$ cat config.mk
export PLATFORM = sky130hd
export DESIGN_NAME = err_inject_top
export DESIGN_NICKNAME = d
export VERILOG_FILES = /design/src/err_cfg_pkg.sv /design/src/pcs_block_pkg.sv /design/src/err_cfg_if.sv /design/src/block_lock.sv /design/src/err_inject_top.sv /design/src/prbs.sv /design/src/sh_breaker.sv
export VERILOG_INCLUDE_DIRS = /design/src
export SDC_FILE = /design/constraint.sdc
export NUM_CORES = 1
export LEC_CHECK = 0
export ABC_AREA = 1
export BUFFER_PORTS_ARGS = -buffer_cell sky130_fd_sc_hd__buf_2
export CAP_MARGIN = 20
export CORE_AREA = 3 3 106 108
export CTS_CLUSTER_DIAMETER = 120
export DETAILED_ROUTE_END_ITERATION = 7
export DIE_AREA = 0 0 109 111
export GPL_TIMING_DRIVEN = 1
export PLACE_DENSITY = 0.84
export SLEW_MARGIN = 20
export SYNTH_ARGS = -nofsm -noshare
export SYNTH_HDL_FRONTEND = slang
export SYNTH_SLANG_ARGS = --single-unit
$ cat constraint.sdc
create_clock -name i_clock -period 3.35 [get_ports i_clock]
set_input_delay 0.67 -clock i_clock [delete_from_list [all_inputs] [get_ports i_clock]]
set_output_delay 0.67 -clock i_clock [all_outputs]
set_load 0.01 [all_outputs]
$ cat src/err_inject_consts.svh
`ifndef ERR_INJECT_CONSTS_SVH
`define ERR_INJECT_CONSTS_SVH

// Coded block width, sync header plus payload
`define NB_CODED_BLOCK 66

// Error pattern limits
`define MAX_ERR_BURST 1024
`define MAX_ERR_PERIOD 1024
`define MAX_ERR_REPEAT 15

// LFSR for the invalid header choice
`define PRBS_SEED 12354
`define PRBS_TAP 9

// Block lock thresholds
`define LOCK_GOOD_COUNT 64       // Clean headers needed to lock
`define LOCK_BAD_LIMIT 16        // Bad headers per window to unlock

`endif

$ cat src/err_cfg_pkg.sv
`default_nettype none

`include "err_inject_consts.svh"

package err_cfg_pkg;

        // One-hot selection of blocks eligible for corruption
        typedef enum logic [3:0] {
                MODE_ALIGN = 4'b0001,
                MODE_CTRL  = 4'b0010,
                MODE_DATA  = 4'b0100,
                MODE_ALL   = 4'b1000
        } err_mode_t;

        localparam int NB_BURST_CNT  = $clog2(`MAX_ERR_BURST);
        localparam int NB_PERIOD_CNT = $clog2(`MAX_ERR_PERIOD);
        localparam int NB_REPEAT_CNT = $clog2(`MAX_ERR_REPEAT);

        typedef logic [NB_BURST_CNT-1:0]  burst_cnt_t;
        typedef logic [NB_PERIOD_CNT-1:0] period_cnt_t;
        typedef logic [NB_REPEAT_CNT-1:0] repeat_cnt_t;

endpackage

`default_nettype wire

$ cat src/pcs_block_pkg.sv
`default_nettype none

`include "err_inject_consts.svh"

package pcs_block_pkg;

        localparam int NB_SH      = 2;
        localparam int NB_PAYLOAD = `NB_CODED_BLOCK - NB_SH;

        typedef logic [NB_SH-1:0] sync_header_t;

        // Valid header codes, 00 and 11 are invalid
        localparam sync_header_t SH_DATA = 2'b01;
        localparam sync_header_t SH_CTRL = 2'b10;

        // Header sits in the top two bits
        typedef struct packed {
                sync_header_t            sh;
                logic [NB_PAYLOAD-1:0]   payload;
        } coded_block_t;

endpackage

`default_nettype wire

$ cat src/err_cfg_if.sv
`timescale 1ns/100ps
`default_nettype none

// Error pattern configuration, sampled by the sink only while update is high
interface err_cfg_if
        import err_cfg_pkg::*;
        ();

        err_mode_t      mode;
        burst_cnt_t     burst;           // Blocks to corrupt per period
        period_cnt_t    period;          // Valid blocks per period
        repeat_cnt_t    repeats;         // Number of corrupted periods
        logic           update;          // Single-cycle load strobe

        modport source
        (
                output mode,
                output burst,
                output period,
                output repeats,
                output update
        );

        modport sink
        (
                input  mode,
                input  burst,
                input  period,
                input  repeats,
                input  update
        );

endinterface

`default_nettype wire

$ cat src/block_lock.sv
`timescale 1ns/100ps
`default_nettype none

`include "err_inject_consts.svh"

// Sync header lock in the manner of clause 49, plus a bad header counter
module block_lock
        import pcs_block_pkg::*;
(
        input  wire                     i_clock,
        input  wire                     i_reset,
        input  wire                     i_valid,
        input  wire sync_header_t       i_sync_header,
        output logic                    o_block_lock,
        output logic [15:0]             o_sh_err_count
);

        localparam int LOCK_WINDOW = 64;
        localparam int NB_GOOD     = $clog2(`LOCK_GOOD_COUNT);
        localparam int NB_WIN      = $clog2(LOCK_WINDOW);
        localparam int NB_BAD      = $clog2(`LOCK_BAD_LIMIT);

        logic [NB_GOOD-1:0]     good_cnt;       // Consecutive clean headers while unlocked
        logic [NB_WIN-1:0]      win_cnt;
        logic [NB_BAD-1:0]      bad_cnt;        // Bad headers in current window
        logic                   sh_ok;

        assign sh_ok = (i_sync_header == SH_DATA) || (i_sync_header == SH_CTRL);

        always_ff @(posedge i_clock)
        begin
                if (i_reset)
                begin
                        o_block_lock <= 1'b0;
                        good_cnt     <= '0;
                        win_cnt      <= '0;
                        bad_cnt      <= '0;
                end
                else if (i_valid && !o_block_lock)
                begin
                        if (!sh_ok)
                                good_cnt <= '0;
                        else if (good_cnt == NB_GOOD'(`LOCK_GOOD_COUNT - 1))
                        begin
                                o_block_lock <= 1'b1;
                                good_cnt     <= '0;
                                win_cnt      <= '0;     // First window opens at lock
                                bad_cnt      <= '0;
                        end
                        else
                                good_cnt <= good_cnt + 1'b1;
                end
                else if (i_valid)
                begin
                        if (!sh_ok && bad_cnt == NB_BAD'(`LOCK_BAD_LIMIT - 1))
                        begin
                                o_block_lock <= 1'b0;
                                win_cnt      <= '0;
                                bad_cnt      <= '0;
                        end
                        else if (win_cnt == NB_WIN'(LOCK_WINDOW - 1))
                        begin
                                win_cnt <= '0;
                                bad_cnt <= '0;
                        end
                        else
                        begin
                                win_cnt <= win_cnt + 1'b1;
                                if (!sh_ok)
                                        bad_cnt <= bad_cnt + 1'b1;
                        end
                end
        end

        // Saturating count of every invalid header
        always_ff @(posedge i_clock)
        begin
                if (i_reset)
                        o_sh_err_count <= '0;
                else if (i_valid && !sh_ok && o_sh_err_count != '1)
                        o_sh_err_count <= o_sh_err_count + 1'b1;
        end

        a_count_monotonic: assert property (
                @(posedge i_clock) disable iff (i_reset)
                !$past(i_reset) |-> (o_sh_err_count >= $past(o_sh_err_count))
        ) else $error("%t block_lock: o_sh_err_count went down", $time);

endmodule

`default_nettype wire

$ cat src/err_inject_top.sv
`timescale 1ns/100ps
`default_nettype none

`include "err_inject_consts.svh"

module err_inject_top
        import pcs_block_pkg::*, err_cfg_pkg::*;
(
        input  wire                             i_clock,
        input  wire                             i_reset,
        input  wire                             i_valid,
        input  wire [`NB_CODED_BLOCK-1:0]       i_data,
        input  wire                             i_aligner_tag,
        input  wire [3:0]                       i_rf_mode,
        input  wire                             i_rf_update,
        input  wire burst_cnt_t                 i_rf_error_burst,
        input  wire period_cnt_t                i_rf_error_period,
        input  wire repeat_cnt_t                i_rf_error_repeat,
        output logic                            o_valid,
        output logic [`NB_CODED_BLOCK-1:0]      o_data,
        output logic                            o_aligner_tag,
        output logic                            o_block_lock,
        output logic [15:0]                     o_sh_err_count
);

        err_cfg_if      cfg_bus ();
        coded_block_t   blk_out;
        logic           valid_out;

        assign cfg_bus.mode    = err_mode_t'(i_rf_mode);
        assign cfg_bus.burst   = i_rf_error_burst;
        assign cfg_bus.period  = i_rf_error_period;
        assign cfg_bus.repeats = i_rf_error_repeat;
        assign cfg_bus.update  = i_rf_update;

        assign o_valid = valid_out;
        assign o_data  = blk_out;

        sh_breaker u_sh_breaker
        (
                .i_clock        (i_clock),
                .i_reset        (i_reset),
                .i_valid        (i_valid),
                .i_data         (i_data),
                .i_aligner_tag  (i_aligner_tag),
                .cfg            (cfg_bus),
                .o_valid        (valid_out),
                .o_data         (blk_out),
                .o_aligner_tag  (o_aligner_tag)
        );

        // Checker sees the stream after corruption
        block_lock u_block_lock
        (
                .i_clock        (i_clock),
                .i_reset        (i_reset),
                .i_valid        (valid_out),
                .i_sync_header  (blk_out.sh),
                .o_block_lock   (o_block_lock),
                .o_sh_err_count (o_sh_err_count)
        );

endmodule

`default_nettype wire

$ cat src/prbs.sv
`timescale 1ns/100ps
`default_nettype none

`include "err_inject_consts.svh"

// Fibonacci LFSR, one new bit per enabled cycle
module prbs
#(
        parameter int N_BITS = 11,
        parameter int SEED   = `PRBS_SEED
)
(
        input  wire     i_clock,
        input  wire     i_reset,
        input  wire     i_enable,
        output logic    o_bit
);

        // Only the low N_BITS of the seed are loaded
        localparam logic [N_BITS-1:0] SEED_VEC = SEED[N_BITS-1:0];

        logic [N_BITS-1:0]      lfsr;
        logic                   feedback;

        assign feedback = lfsr[N_BITS-1] ^ lfsr[`PRBS_TAP-1];
        assign o_bit    = lfsr[N_BITS-1];

        always_ff @(posedge i_clock)
        begin
                if (i_reset)
                        lfsr <= SEED_VEC;
                else if (i_enable)
                        lfsr <= {lfsr[N_BITS-2:0], feedback};   // Shift toward the MSB
        end

        // All zeros would lock the LFSR up for good
        a_lfsr_nonzero: assert property (
                @(posedge i_clock) disable iff (i_reset)
                lfsr != '0
        ) else $error("%t prbs: lfsr reached all zeros", $time);

endmodule

`default_nettype wire

$ cat src/sh_breaker.sv
`timescale 1ns/100ps
`default_nettype none

// Replaces the sync header of selected blocks with 00 or 11, payload untouched
module sh_breaker
        import pcs_block_pkg::*, err_cfg_pkg::*;
(
        input  wire                     i_clock,
        input  wire                     i_reset,
        input  wire                     i_valid,
        input  wire coded_block_t       i_data,
        input  wire                     i_aligner_tag,
        err_cfg_if.sink                 cfg,
        output logic                    o_valid,
        output coded_block_t            o_data,
        output logic                    o_aligner_tag
);

        err_mode_t      mode;
        burst_cnt_t     burst_cfg;      // Kept for the reload at each period
        period_cnt_t    period_cfg;
        burst_cnt_t     burst_cnt;      // Blocks still to corrupt in this period
        period_cnt_t    period_cnt;     // Position inside the period
        repeat_cnt_t    repeat_cnt;     // Periods still to corrupt

        logic           eligible;
        logic           corrupt;
        logic           period_end;
        logic           prbs_bit;
        sync_header_t   err_sh;

        always_comb
        begin
                case (mode)
                MODE_ALIGN: eligible = i_aligner_tag;
                MODE_CTRL:  eligible = (i_data.sh == SH_CTRL);
                MODE_DATA:  eligible = (i_data.sh == SH_DATA);
                MODE_ALL:   eligible = 1'b1;
                default:    eligible = 1'b0;
                endcase
        end

        assign corrupt    = i_valid && eligible && (burst_cnt != '0) &&
                            (repeat_cnt != '0) && !cfg.update;
        assign period_end = (period_cnt == period_cnt_t'(period_cfg - 1'b1));  // 0 means full range
        assign err_sh     = prbs_bit ? 2'b11 : 2'b00;

        always_comb
        begin
                o_valid       = i_valid;
                o_aligner_tag = i_aligner_tag;
                o_data        = i_data;
                if (corrupt)
                        o_data.sh = err_sh;
        end

        // Configuration registers
        always_ff @(posedge i_clock)
        begin
                if (i_reset)
                begin
                        mode       <= MODE_ALL;
                        burst_cfg  <= '0;
                        period_cfg <= '0;
                end
                else if (cfg.update)
                begin
                        mode       <= cfg.mode;
                        burst_cfg  <= cfg.burst;
                        period_cfg <= cfg.period;
                end
        end

        // Burst, period and repeat counters
        always_ff @(posedge i_clock)
        begin
                if (i_reset)
                begin
                        burst_cnt  <= '0;
                        period_cnt <= '0;
                        repeat_cnt <= '0;
                end
                else if (cfg.update)
                begin
                        burst_cnt  <= cfg.burst;
                        period_cnt <= '0;               // Next valid block opens a period
                        repeat_cnt <= cfg.repeats;
                end
                else if (i_valid)
                begin
                        if (period_end)
                        begin
                                period_cnt <= '0;
                                burst_cnt  <= burst_cfg;
                                if (repeat_cnt != '0)
                                        repeat_cnt <= repeat_cnt - 1'b1;
                        end
                        else
                        begin
                                period_cnt <= period_cnt + 1'b1;
                                if (corrupt)
                                        burst_cnt <= burst_cnt - 1'b1;
                        end
                end
        end

        // New header choice on every valid block
        prbs u_prbs
        (
                .i_clock        (i_clock),
                .i_reset        (i_reset),
                .i_enable       (i_valid),
                .o_bit          (prbs_bit)
        );

        a_mode_onehot: assert property (
                @(posedge i_clock) disable iff (i_reset)
                $onehot(mode)
        ) else $error("%t sh_breaker: mode %b not one-hot", $time, mode);

        a_corrupt_shape: assert property (
                @(posedge i_clock) disable iff (i_reset)
                (o_valid && (o_data.sh != i_data.sh)) |->
                        ((o_data.sh == 2'b00 || o_data.sh == 2'b11) &&
                         (o_data.payload == i_data.payload))
        ) else $error("%t sh_breaker: bad corrupted block %h", $time, o_data);

endmodule

`default_nettype wire

Yosys cells after proc, flatten, opt, wreduce, memory -nomap -nowiden
Cells that the tools add are included.
{"block": "op_classes", "mux": 32, "n_eq_ne": 16, "shift": 0, "bitwise_logic": 1, "reduce_logical": 26, "magnitude_cmp": 0, "div": 0, "n_mul": 0, "add_sub_neg": 8}
{"op": "$mux 10", "n": 5}
{"op": "$mux 6", "n": 8}
{"op": "$mux 4", "n": 11}
{"op": "$sub 10x1->10 const B", "n": 2}
{"op": "$add 16x1->16 const B", "n": 1}
{"op": "$ne 16x16->1 const B", "n": 1}
{"op": "$add 6x1->6 const B", "n": 2}
{"op": "$eq 6x6->1 const B", "n": 2}
{"op": "$add 10x1->10 const B", "n": 1}
{"op": "$eq 10x10->1", "n": 1}
{"op": "$reduce_bool 10->1", "n": 1}
{"op": "$reduce_bool 2->1", "n": 5}
{"op": "$eq 4x4->1 const B", "n": 2}
{"op": "$logic_and 1x1->1", "n": 8}
{"op": "$reduce_and 4->1", "n": 2}
{"op": "$reduce_and 3->1", "n": 2}
{"op": "$mux 1", "n": 5}
{"op": "$add 4x1->4 const B", "n": 1}
{"op": "$eq 2x1->1 const B", "n": 2}
{"op": "$eq 2x2->1 const B", "n": 2}
{"op": "$eq 4x1->1 const B", "n": 1}
{"op": "$eq 4x2->1 const B", "n": 1}
{"op": "$eq 4x3->1 const B", "n": 1}
{"op": "$mux 2", "n": 2}
{"op": "other kinds (12)", "n": 14}
{"block": "totals", "output_inout_bits": 85, "latch_bits": 0, "n_memories": 0, "ram_bits": 0, "wordCells": 95, "regBits": 92, "mem_bits_ro": 0, "in_bits": 99}

Depth between registers and ports, before layout
Gate-level depths: netlist of the first run.
{"block": "depth", "word_depth": 14, "mapped_depth": 17, "ltp_nobuf": 17}

By module
A second synthesis of the first run with hierarchy kept.
{"block": "unflattened", "cells_unflattened": 846, "area_unflattened_um2": 5738.0}
{"mod": "sh_breaker", "instances": 1, "area_each_um2": 3390.8, "seq_area_each_um2": 960.9, "cells_per_inst": 501}
{"mod": "block_lock", "instances": 1, "area_each_um2": 1936.9, "seq_area_each_um2": 660.6, "cells_per_inst": 295}
{"mod": "prbs", "instances": 1, "area_each_um2": 410.4, "seq_area_each_um2": 220.2, "cells_per_inst": 50}

Worst setup path after synthesis of the first run
No wires, ideal clock.
{"block": "synth_timing", "kind": "input to output", "start": "in i_valid", "end": "out o_data[64]", "n_path_buf": 1, "slack_ns": 1.164, "stages": 7, "arrival_time_ns": 1.516, "required_ns": 2.680, "path_cell_list": "buf_4 inv_2 nor3_2 nand3_2 nor2_1 o21bai_1 inv_1"}
{"block": "synth_via", "elab_chain_cells": 5}
{"item": "start, declared", "line_no": "err_inject_top.sv:11", "source": "input wire i_valid,"}
{"item": "$logic_and 1x1->1 (3 in a row)", "line_no": "sh_breaker.sv:43", "source": "assign corrupt = i_valid && eligible && (burst_cnt != '0) &&"}
{"item": "$logic_and 1x1->1", "line_no": "sh_breaker.sv:44", "source": "(repeat_cnt != '0) && !cfg.update;"}
{"item": "$mux 2", "line_no": "sh_breaker.sv:53", "source": "if (corrupt)"}
{"item": "end, declared", "line_no": "err_inject_top.sv:20", "source": "output logic [`NB_CODED_BLOCK-1:0] o_data,"}
No other way between the ends.

Worst setup path after layout of the first run
{"block": "layout_timing", "start": "reg u_sh_breaker.burst_cnt[0]", "end": "out o_data[64]"}
{"block": "layout_via", "elab_chain_cells": 5}
{"item": "start, declared", "line_no": "sh_breaker.sv:22", "source": "burst_cnt_t burst_cnt;"}
{"item": "start signal, assigned", "line_no": "sh_breaker.sv:85", "source": "burst_cnt <= cfg.burst;"}
{"item": "start signal, assigned", "line_no": "sh_breaker.sv:94", "source": "burst_cnt <= burst_cfg;"}
{"item": "start signal, assigned", "line_no": "sh_breaker.sv:102", "source": "burst_cnt <= burst_cnt - 1'b1;"}
{"item": "$reduce_bool 10->1", "line_no": "sh_breaker.sv:43"}
{"item": "$logic_and 1x1->1 (2 in a row)", "line_no": "sh_breaker.sv:43"}
{"item": "$logic_and 1x1->1", "line_no": "sh_breaker.sv:44"}
{"item": "$mux 2", "line_no": "sh_breaker.sv:53"}
No other way between the ends.

==> results.toml, run 1 <==
[worst_hold_path]
hold_class = "reg2reg"

[finish]
num_antenna_cells = 0
area_growth_pct = 0.8437
drive_above_1_share_pct = 14.30
final_cell_mix = "nand2_1 (162), dfxtp_1 (92), inv_1 (90)"
final_cell_area_sq_um = 5683
multi_input_area_sq_um = 2781
n_fill_cell = 997
final-seq-area_sq_um = 1842
layout_commonest_cell = "nand2_1"
layout.nets = 913

[placed_design]
dp_hpwl_mm = 8.330
gp_congestion = 0.8479
dpl-instance-area_sq_um = 5478
io_buffers = 55

[global_route]
grt_pass1_wl_mm = 19.77
overflow = 0
grt_max_degree = 47
grt_usage_pct = 19.77
grt_pass1_vias = 4447
antenna_found_initial = 0

[clock_network]
cts.htree.levels = 3
clk_pin_slew_ns = 0.10
clkLatencyLatePin_ns = 0.37
cts_sinks = 92
cts_buffers = 9
post_cts_resized = 0
postCtsSetupRepairBufs = 0
cts_tree = "built"
cts-root-buf = "clkbuf_8"
clockBufferDepth = 2
cts_hold_buf = 0

[logic_synthesis]
syn_nets = 935
yosysSeqAreaShare_pct = 32.68
syn_area_per_cell_sq_um = 6.806
synth.distinct_cells = 42
ys_ff_latch = 92
syn_area_sq_um = 5635
synth_cells = 828
ys_warn_count = 0

[sta]
period_share_pct = 82.12
worst_pin_slew_ns = 0.6219
slew-limit-headroom_pct = 58.31
period_minus_slack_ns = 2.751
fmax_mhz = 363.5
finClkSkew_ns = 0.01125
final_hold_viol_count = 0
setup_viol = 0
drv_slew = 0
setup_tns_ns = 0
rsz0062_at_grt = "no"

[routing]
drt-total-wl_mm = 11.80
vias = 4895
wl_per_cell_um = 12.46
drc = 0
ant_nets = 0
viasPerCell = 5.169
firstDrtPassIters = 5
detail_route.iter0.violations = 224

[floorplanning]
start_util_pct = 54.59
pin_count = 184
die_h_um = 111
dieArea_sq_um = 12100
chipWidth_um = 109
fp-row-count = 37
coreArea_sq_um = 10320

[critical_path]
worstReg2RegEnd = "u_sh_breaker.period_cnt[2]"
crit_family = "simple AND/OR/NAND/NOR gates"
slowest_delay_ns = 0.32
critPathSlowestCell = "dfxtp_1"
r2r-start = "u_sh_breaker.period_cfg[0]"
path_cells = "inv_1 > ha_1 > nand3_1 > nor2_1 > nand4_1 > nand3_2 > nor2_1 > o21bai_1 > inv_1 > buf_2"
worst-path-buf-inv = 3
critPathLaunchType = "flop"
crit_end = "o_data[64]"
r2r_cells = 16
critical_path_class = "reg2out"
crit_arrival_ns = 2.08
critical_path_depth = 10
crit_path_end_kind = "output pin"
cp.required_ns = 2.68
crit_path_start = "u_sh_breaker.burst_cnt[0]"
rrSetupSlack_ns = 0.90
worstPathMaxFanout = 4

[power]
p_int_uw = 1671
seqPwrFrac_pct = 49.6
pwr-share-clk_pct = 32.5
combinationalPowerShare_pct = 18.0
ir_drop_v = 0.0002411
p_sw_share_pct = 30.79
leakage_uw = 0.002595
p_per_area_nw_per_um2 = 424.8
switchingPower_uw = 743.4

[run]
drv_cap = 0

[run_status]
status = "completed"
-- sequential cells by signal, indices dropped and copies added, names as in the netlist, 6 cells and up --
| register | count |
|---|---|
| u_block_lock.good_cnt | 6 |
| u_block_lock.o_sh_err_count | 16 |
| u_block_lock.win_cnt | 6 |
| u_sh_breaker.burst_cfg | 10 |
| u_sh_breaker.burst_cnt | 10 |
| u_sh_breaker.period_cfg | 10 |
| u_sh_breaker.period_cnt | 10 |
| u_sh_breaker.u_prbs.lfsr | 11 |
-- power groups by stage --
stage / Combinational [uW] / Sequential (uW) / Clock [uW]
global route: 496 / 1200 / 840
CTS: 435 / 1200 / 802
finish: 434 / 1200 / 784
floorplan: 420 / 1210 / 0
global placement: 424 / 1220 / 0
detailed placement: 432 / 1220 / 0
-- area by class of cell --
cell class              instances  area share [%]
multi-input cells             545           48.94
flip-flops and latches         92           32.41
inverters                      97           6.407
repair buffers                 61           5.636
well taps                     136           2.994
clock buffers                   9           2.180
clock inverters                 7           1.431
-- worst min-delay path by stage --
stage	from	to	slack, ns	cells after the start
6_report	u_sh_breaker.burst_cfg[5]	u_sh_breaker.burst_cfg[5]	0.48	2
5_1_grt	u_sh_breaker.burst_cfg[0]	u_sh_breaker.burst_cfg[0]	0.50	2
4_1_cts	u_sh_breaker.burst_cfg[0]	u_sh_breaker.burst_cfg[0]	0.48	2
3_5_place_dp	u_sh_breaker.u_prbs.lfsr[6]	u_sh_breaker.u_prbs.lfsr[6]	0.45	2
3_3_place_gp	u_sh_breaker.u_prbs.lfsr[6]	u_sh_breaker.u_prbs.lfsr[6]	0.44	2
2_1_floorplan	u_sh_breaker.u_prbs.lfsr[6]	u_sh_breaker.u_prbs.lfsr[6]	0.43	2
-- kinds of logic after synthesis --
| kind of cell | share of synthesized area [%] |
|---|---|
| xor+xnor | 4.662 |
| fa+ha+maj | 1.776 |
| compound gates | 12.03 |
| simple gates | 30.88 |
| flops | 32.68 |
| buf+inv | 17.96 |
-- synth_stat cells --
library cell | number | area (sq um)
o21bai_1 | 1 | 7.510
a21boi_1 | 9 | 67.56
a21o_1 | 1 | 7.510
nand3b_1 | 3 | 22.52
nand4_1 | 7 | 43.79
nor2_2 | 4 | 25.02
clkinv_1 | 1 | 3.750
a21oi_2 | 10 | 87.58
nand2_4 | 2 | 22.52
or2_2 | 4 | 25.02
nor3b_1 | 2 | 15.01
a31oi_2 | 1 | 12.51
buf_2 | 7 | 35.03
nand3_1 | 89 | 445.4
dfxtp_1 | 92 | 1842
buf_1 | 2 | 7.510
xor2_1 | 19 | 166.4
ha_1 | 8 | 100.1
inv_1 | 90 | 337.8
nor4_1 | 2 | 12.51
o22ai_1 | 8 | 50.05
nand2_2 | 3 | 18.77
a21oi_1 | 40 | 200.2
o21ai_1 | 3 | 15.01
nand3b_2 | 1 | 11.26
buf_6 | 4 | 45.04
clkbuf_2 | 1 | 5.000
nor2_1 | 89 | 334.1
o21ai_0 | 40 | 200.2
xnor2_1 | 11 | 96.34
nand3_2 | 3 | 30.03
inv_2 | 6 | 22.52
nor3_1 | 11 | 55.05
nand2_1 | 162 | 608.1
and3_1 | 2 | 12.51
nor3_2 | 3 | 30.03
or2_0 | 1 | 6.260
a21boi_0 | 2 | 15.01
o211ai_1 | 2 | 15.01
buf_4 | 68 | 510.5
clkbuf_1 | 12 | 45.04
nor2_4 | 2 | 22.52
-- worst register-to-register path, delay by kind of cell, from the launching register on --
kind          cells  cell delay, ns
flops             1            0.37
simple gates     11            1.43
fa+ha+maj         1            0.24
buf+inv           4            0.30
-- stage by stage --
step | instances | total power [uW] | hold WS, ns | util (%) | worst slack, ns
2_1_floorplan | 828 | 1632 | 0.4296 | - | 1.164
3_3_place_gp | 931 | 1643 | 0.4427 | 53.06 | 0.9171
3_5_place_dp | 931 | 1652 | 0.4527 | 53.06 | 0.8525
4_1_cts | 947 | 2433 | 0.4774 | 55.05 | 0.5678
5_1_grt | 947 | 2541 | 0.4986 | 55.05 | 0.4158
6_report | 947 | 2414 | 0.4765 | 55.05 | 0.5991
-- metal layers --
metal / routed length, um / up-vias / GRT usage (%) / share of wire [%]
met5: 0 / - / 0 / 0
met4: 186 / 0 / 5.724 / 1.6
met3: 688 / 26 / 5.125 / 5.8
met2: 5846 / 112 / 33.91 / 50
met1: 5076 / 2216 / 24.04 / 43
li1: - / 2541 / - / -
(Power assumes the default switching activity.)
==> inputs of run 2 (changes only) <==
--- a/config.mk
+++ b/config.mk
@@ -9,12 +9,12 @@
 export ABC_AREA = 1
 export BUFFER_PORTS_ARGS = -buffer_cell sky130_fd_sc_hd__buf_2
 export CAP_MARGIN = 20
-export CORE_AREA = 3 3 106 108
+export CORE_AREA = 3 3 109 111
 export CTS_CLUSTER_DIAMETER = 120
 export DETAILED_ROUTE_END_ITERATION = 7
-export DIE_AREA = 0 0 109 111
+export DIE_AREA = 0 0 112 114
 export GPL_TIMING_DRIVEN = 1
-export PLACE_DENSITY = 0.84
+export PLACE_DENSITY = 0.8
 export SLEW_MARGIN = 20
 export SYNTH_ARGS = -nofsm -noshare
 export SYNTH_HDL_FRONTEND = slang
==> constraint.sdc (replaced) <==
create_clock -name i_clock -period 2.65 [get_ports i_clock]
set_input_delay 0.53 -clock i_clock [delete_from_list [all_inputs] [get_ports i_clock]]
set_output_delay 0.53 -clock i_clock [all_outputs]
set_load 0.01 [all_outputs]
==> results.toml, run 2 (synthesis gave the netlist of run 1 again) <==
[run_status]
status = "completed"

[clock_network]
cts_tree = "built"
clockBufferDepth = 2
cts-root-buf = "clkbuf_8"
clkLatencyLatePin_ns = 0.37
cts_sinks = 92
cts_hold_buf = 0
cts.htree.levels = 3
postCtsSetupRepairBufs = 0
clk_pin_slew_ns = 0.09
cts_buffers = 9

[placed_design]
dp_hpwl_mm = 8.794
pre_cts_ws_ns = 0.4445
dpl-instance-area_sq_um = 5578
gp_congestion = 0.8376
io_buffers = 55

[routing]
drt-total-wl_mm = 12.17
vias = 4927
wl_per_cell_um = 12.67
detail_route.iter0.violations = 247
wl_met1_mm = 5.539
ant_nets = 0
met2WireLength_mm = 5.707
drc = 0
top_layer_used = "met4"
viasPerCell = 5.132
wl_met3_um = 715
firstDrtPassIters = 5

[global_route]
overflow = 0
grt_max_degree = 30
grt_usage_pct = 19.29
grt_pass1_wl_mm = 20.44
grt_pass1_vias = 4508
antenna_found_initial = 0

[worst_hold_path]
hold_class = "in2reg"
min_to = "u_sh_breaker.period_cfg[6]"
worstHoldPathCells = 3
worstHoldStart = "i_rf_error_period[6]"

[critical_path]
critPathLaunchType = "flop"
slowest_delay_ns = 0.32
critical_path_class = "reg2out"
r2r-start = "u_sh_breaker.period_cfg[0]"
cp.required_ns = 2.12
crit_path_start = "u_sh_breaker.burst_cnt[0]"
path_cells = "inv_1 > ha_2 > nand3_1 > nor2_2 > nand4_1 > nand3_2 > nor2_1 > o21bai_1 > inv_1 > buf_2"
r2r_cells = 13
worstPathMaxFanout = 4
crit_arrival_ns = 1.96
crit_path_end_kind = "output pin"
worstReg2RegEnd = "u_sh_breaker.burst_cnt[3]"
critPathMostFrequentCell = "inv_1"
rrSetupSlack_ns = 0.49
critPathSlowestCell = "dfxtp_1"

[sta]
setup_tns_ns = 0
worst_pin_slew_ns = 0.7087
setup_viol = 0
rsz0062_at_grt = "no"
finalWorstSetupSlack_ns = 0.1630
final_hold_viol_count = 0
fmax_mhz = 402.1
slew-limit-headroom_pct = 52.70
drv_slew = 0
period_minus_slack_ns = 2.487
finClkSkew_ns = 0.007241
period_share_pct = 93.85

[finish]
layout.nets = 924
area_growth_pct = 1.976
final_cell_mix = "nand2_1 (162), dfxtp_1 (92), inv_1 (90)"
drive_above_1_share_pct = 15.49
regMostFlops = "u_block_lock.o_sh_err_count"
layout_commonest_cell = "nand2_1"
largest_register_ffs = 16
num_antenna_cells = 0
largestRegisters = "u_block_lock.o_sh_err_count: 16 flops, u_sh_breaker.u_prbs.lfsr: 11 flops"
final_cell_area_sq_um = 5747

[floorplanning]
chipWidth_um = 112
die_h_um = 114
dieArea_sq_um = 12770
pin_count = 184
start_util_pct = 51.76
coreArea_sq_um = 10890
fp-row-count = 38

[power]
ir_drop_v = 0.0003866
leakage_uw = 0.002634
finalPower_uw = 2933
p_per_area_nw_per_um2 = 510.4

[run]
drv_cap = 0
[run 2: cell types whose count changed in the layout (fill, tap and decap cells not counted), moves of 2 or more]
| cell | change |
|---|---|
| buf_4 | +10 |
| clkinv_2 | +2 |
| clkinv_4 | -2 |
| inv_6 | -2 |
[run 2: worst max-delay path: cells and delay by family (launching register included)]
family,cells,cell delay [ns]
AND/OR/NAND/NOR,5,0.64
flip-flops,1,0.32
adder cells (fa/ha/maj),1,0.21
buffers and inverters,3,0.26
AO/OA/AOI/OAI,1,0.15
[run 2: how the worst max path moves through the flow]
stage	end	slack (ns)	cells after the start
floorplan	o_data[64]	0.74	7
detailed placement	o_data[64]	0.44	13
CTS	o_data[64]	0.13	10
finish	o_data[64]	0.16	10
global placement	o_data[64]	0.48	13
global route	o_data[64]	0.01	10
[run 2: timing repair]
item | 4_1_cts | 5_1_grt
setup endpoints to repair | 0 | 1
hold endpoints to repair | 0 | 0
resized for setup | 0 | 2
[run 2: where the power goes]
part	internal, uW	total [uW]	switching [uW]
registers	1460	1510	55.4
logic	220	567	346
clock network	357	855	498
total	2030	2930	900
[run 2: per-stage QoR]
stage               utilization [%]  cells  hold WS [ns]
CTS                           52.74    960        0.3703
global placement              51.23    946        0.4430
global route                  52.78    960        0.3946
detailed placement            51.23    946        0.4516
finish                        52.78    960        0.3819
floorplan                         -    828        0.4296
[run 2: final cells by class]
class                           instances  area [sq um]
Clock inverter                          4         26.28
Inverter                               97         364.1
Clock buffer                           10         137.6
Fill cell                            1057          5141
Sequential cell                        92          1842
Timing Repair Buffer                   72         415.4
Multi-Input combinational cell        545          2786
Tap cell                              140         175.2
[run 2: layer usage]
metal / global-route usage (%) / up-vias
li1: - / 2561
met1: 23.61 / 2231
met2: 33.29 / 115
met3: 5.252 / 20
met4: 5.849 / 0
met5: 0 / -
==> inputs of run 3 (changes only) <==
--- a/config.mk
+++ b/config.mk
@@ -6,13 +6,12 @@
 export SDC_FILE = /design/constraint.sdc
 export NUM_CORES = 1
 export LEC_CHECK = 0
-export ABC_AREA = 1
 export BUFFER_PORTS_ARGS = -buffer_cell sky130_fd_sc_hd__buf_2
 export CAP_MARGIN = 20
-export CORE_AREA = 3 3 109 111
+export CORE_AREA = 3 3 107 109
 export CTS_CLUSTER_DIAMETER = 120
 export DETAILED_ROUTE_END_ITERATION = 7
-export DIE_AREA = 0 0 112 114
+export DIE_AREA = 0 0 110 112
 export GPL_TIMING_DRIVEN = 1
 export PLACE_DENSITY = 0.8
 export SLEW_MARGIN = 20
==> results.toml, run 3 <==
[power]
seqPwrFrac_pct = 49.6
finalPower_uw = 3017
combinationalPowerShare_pct = 17.0
p_per_area_nw_per_um2 = 531.6
p_int_uw = 2198
pwr-share-clk_pct = 33.4
leakage_uw = 0.002244
switchingPower_uw = 819.0
ir_drop_v = 0.0003863
p_sw_share_pct = 27.15

[global_route]
overflow = 0
grt_usage_pct = 19.61
grt_max_degree = 68
grt_pass1_wl_mm = 19.98
antenna_found_initial = 0
grt_pass1_vias = 4563

[logic_synthesis]
synth_area_leader_cell = "dfxtp_1"
syn_area_per_cell_sq_um = 8.377
synth.distinct_cells = 63
ys_warn_count = 0
synth_edf_count = 0
yosysSeqAreaShare_pct = 34.51
ys_ff_latch = 92
syn_nets = 744
syn_area_sq_um = 5336
ys_top_cells_by_area = "dfxtp_1 (35%), buf_4 (9.3%), mux2i_1 (6.2%)"
synth_most_common_cell = "dfxtp_1"
synthDominantCellAreaShare_pct = 34.51
synthFlopType = "dfxtp_1"
async_flop_share_pct = 0
synth_cells = 637
ys_top_cells_by_count = "dfxtp_1 (92), buf_4 (66), nor2_1 (57)"

[critical_path]
critPathLaunchType = "flop"
crit_path_end_kind = "output pin"
cp.required_ns = 2.12
worst-path-buf-inv = 2
critical_path_class = "reg2out"
path_cells = "inv_2 > ha_4 > or4b_4 > nor4b_4 > a21oi_2 > nand2_2 > mux2_4 > buf_6"
slowest_delay_ns = 0.50
worstPathMaxFanout = 4
critPathSlowestCell = "or4b_4"
crit_family = "simple AND/OR/NAND/NOR gates"
crit_arrival_ns = 2.30

[sta]
setup_viol = 2
rsz0062_at_grt = "yes"
drv_slew = 0
period_minus_slack_ns = 2.825
final_hold_viol_count = 0
fmax_mhz = 354.0
period_share_pct = 106.6
worst_pin_slew_ns = 0.5738
slew-limit-headroom_pct = 61.74
finalWorstSetupSlack_ns = -0.1750
finClkSkew_ns = 0.01684

[finish]
area_growth_pct = 6.354
final_cell_mix = "dfxtp_1 (90), nor2_1 (56), buf_2 (54)"
final_cell_count_no_fill = 774
drive_above_1_share_pct = 20.19
multi_input_area_sq_um = 2875
regMostFlops = "u_block_lock.o_sh_err_count"
n_fill_cell = 910
num_antenna_cells = 0
final-seq-area_sq_um = 1844
layout.nets = 737
largest_register_ffs = 16
largestRegisters = "u_block_lock.o_sh_err_count: 16 flops, u_sh_breaker.u_prbs.lfsr: 11 flops"
layout_commonest_cell = "dfxtp_1"

[routing]
drc = 0
vias = 4584
viasPerCell = 5.922
drt-total-wl_mm = 12.18
firstDrtPassIters = 7
detail_route.iter0.violations = 348
wl_per_cell_um = 15.74
ant_nets = 0

[floorplanning]
start_util_pct = 49.88
die_h_um = 112
chipWidth_um = 110
dieArea_sq_um = 12320
coreArea_sq_um = 10700
fp-row-count = 38
pin_count = 184

[clock_network]
cts_tree = "built"
clk_pin_slew_ns = 0.09
cts-root-buf = "clkbuf_8"
cts_hold_buf = 0
cts_buffers = 9
clockBufferDepth = 2
cts.htree.levels = 3
clkLatencyLatePin_ns = 0.37
cts_sinks = 92

[run_status]
status = "complete, but fails checks"
violations = "setup timing"

[placed_design]
dp_cells = 748
pre_cts_ws_ns = 0.005828
gp_congestion = 0.8715
io_buffers = 55
dp_hpwl_mm = 8.032

[run]
drv_cap = 0

[worst_hold_path]
hold_class = "in2reg"
## run 3: changes by cell type in the layout (fill, tap and decap cells not counted), sizes merged, moves of 9 or more
cell,delta
nor2,-37
or4,+10
inv,-78
o21ai,-20
a221oi,+10
a21boi,-10
a31oi,+12
and3,+9
nand2,-125
mux2i,+33
nand3,-63
a211oi,+14
buf,+9
## run 3: timing repair
item	CTS	global route
cloned	0	2
gates resized for setup	14	14
buffers inserted	5	5
setup endpoints to repair	3	29
pin swaps	4	12
## run 3: final timing paths
check	end	cells after the start	startpoint	slack [ns]
worst max-delay path	o_data[65]	8	u_sh_breaker.burst_cnt[1]	-0.18
worst min register to register	u_sh_breaker.burst_cfg[6]	2	u_sh_breaker.burst_cfg[6]	0.48
worst max register to register	u_sh_breaker.burst_cnt[4]	11	u_sh_breaker.burst_cnt[1]	0.09
worst min-delay path	u_sh_breaker.mode[3]	3	i_rf_mode[3]	0.38
## run 3: layer usage
metal | vias up | part of all wire, % | track usage (%)
li1 | 2207 | - | -
met4 | 0 | 2.8 | 7.564
met2 | 174 | 49 | 33.05
met3 | 48 | 6.7 | 6.029
met5 | - | 0 | 0
met1 | 2155 | 42 | 22.99
## run 3: power groups by stage
| stage | Sequential, uW | Combinational [uW] | Clock, uW |
|---|---|---|---|
| 2_1_floorplan | 1510 | 427 | 0 |
| 3_3_place_gp | 1520 | 430 | 0 |
| 3_5_place_dp | 1520 | 447 | 0 |
| 4_1_cts | 1490 | 475 | 1030 |
| 5_1_grt | 1500 | 565 | 1070 |
| 6_report | 1500 | 514 | 1010 |
## run 3: cells by family (layout without fill, tap and decap cells)
family                     count (synthesis)  after routing  share of synthesized area, %
xor gates and xnor gates                  32             32                         5.252
AOI/OAI and AO/OA                        129            129                         15.64
buffers and inverters                    119            116                         13.41
adders and majority gates                  8              8                         1.876
DFF                                       92             92                         34.51
and+or+nand+nor                          221            221                         22.49
muxes                                     36             36                         6.823
## run 3: final cells by class
class	instances	share of cell area [%]
flip-flops and latches	92	32.50
well taps	140	3.086
inverters	20	1.323
clock buffers	10	2.249
repair buffers	81	8.818
multi-input cells	426	50.66
clock inverters	5	1.367
## run 3: metrics by stage
stage          utilization [%]  hold slack [ns]  instance area [sq um]  TNS (ns)
2_1_floorplan                -           0.4413                   5336         0
3_3_place_gp             49.27           0.4552                   5271         0
3_5_place_dp             49.27           0.4646                   5271         0
4_1_cts                  52.12           0.3803                   5575   -0.5405
5_1_grt                  53.05           0.4001                   5675   -0.6144
6_report                 53.05           0.3849                   5675   -0.3488
## run 3: tightest hold or removal path, delay by kind of cell
family	cells	cell delay [ns]
buffers and inverters	1	0.08
multiplexers	1	0.06
AND/OR/NAND/NOR	1	0.06
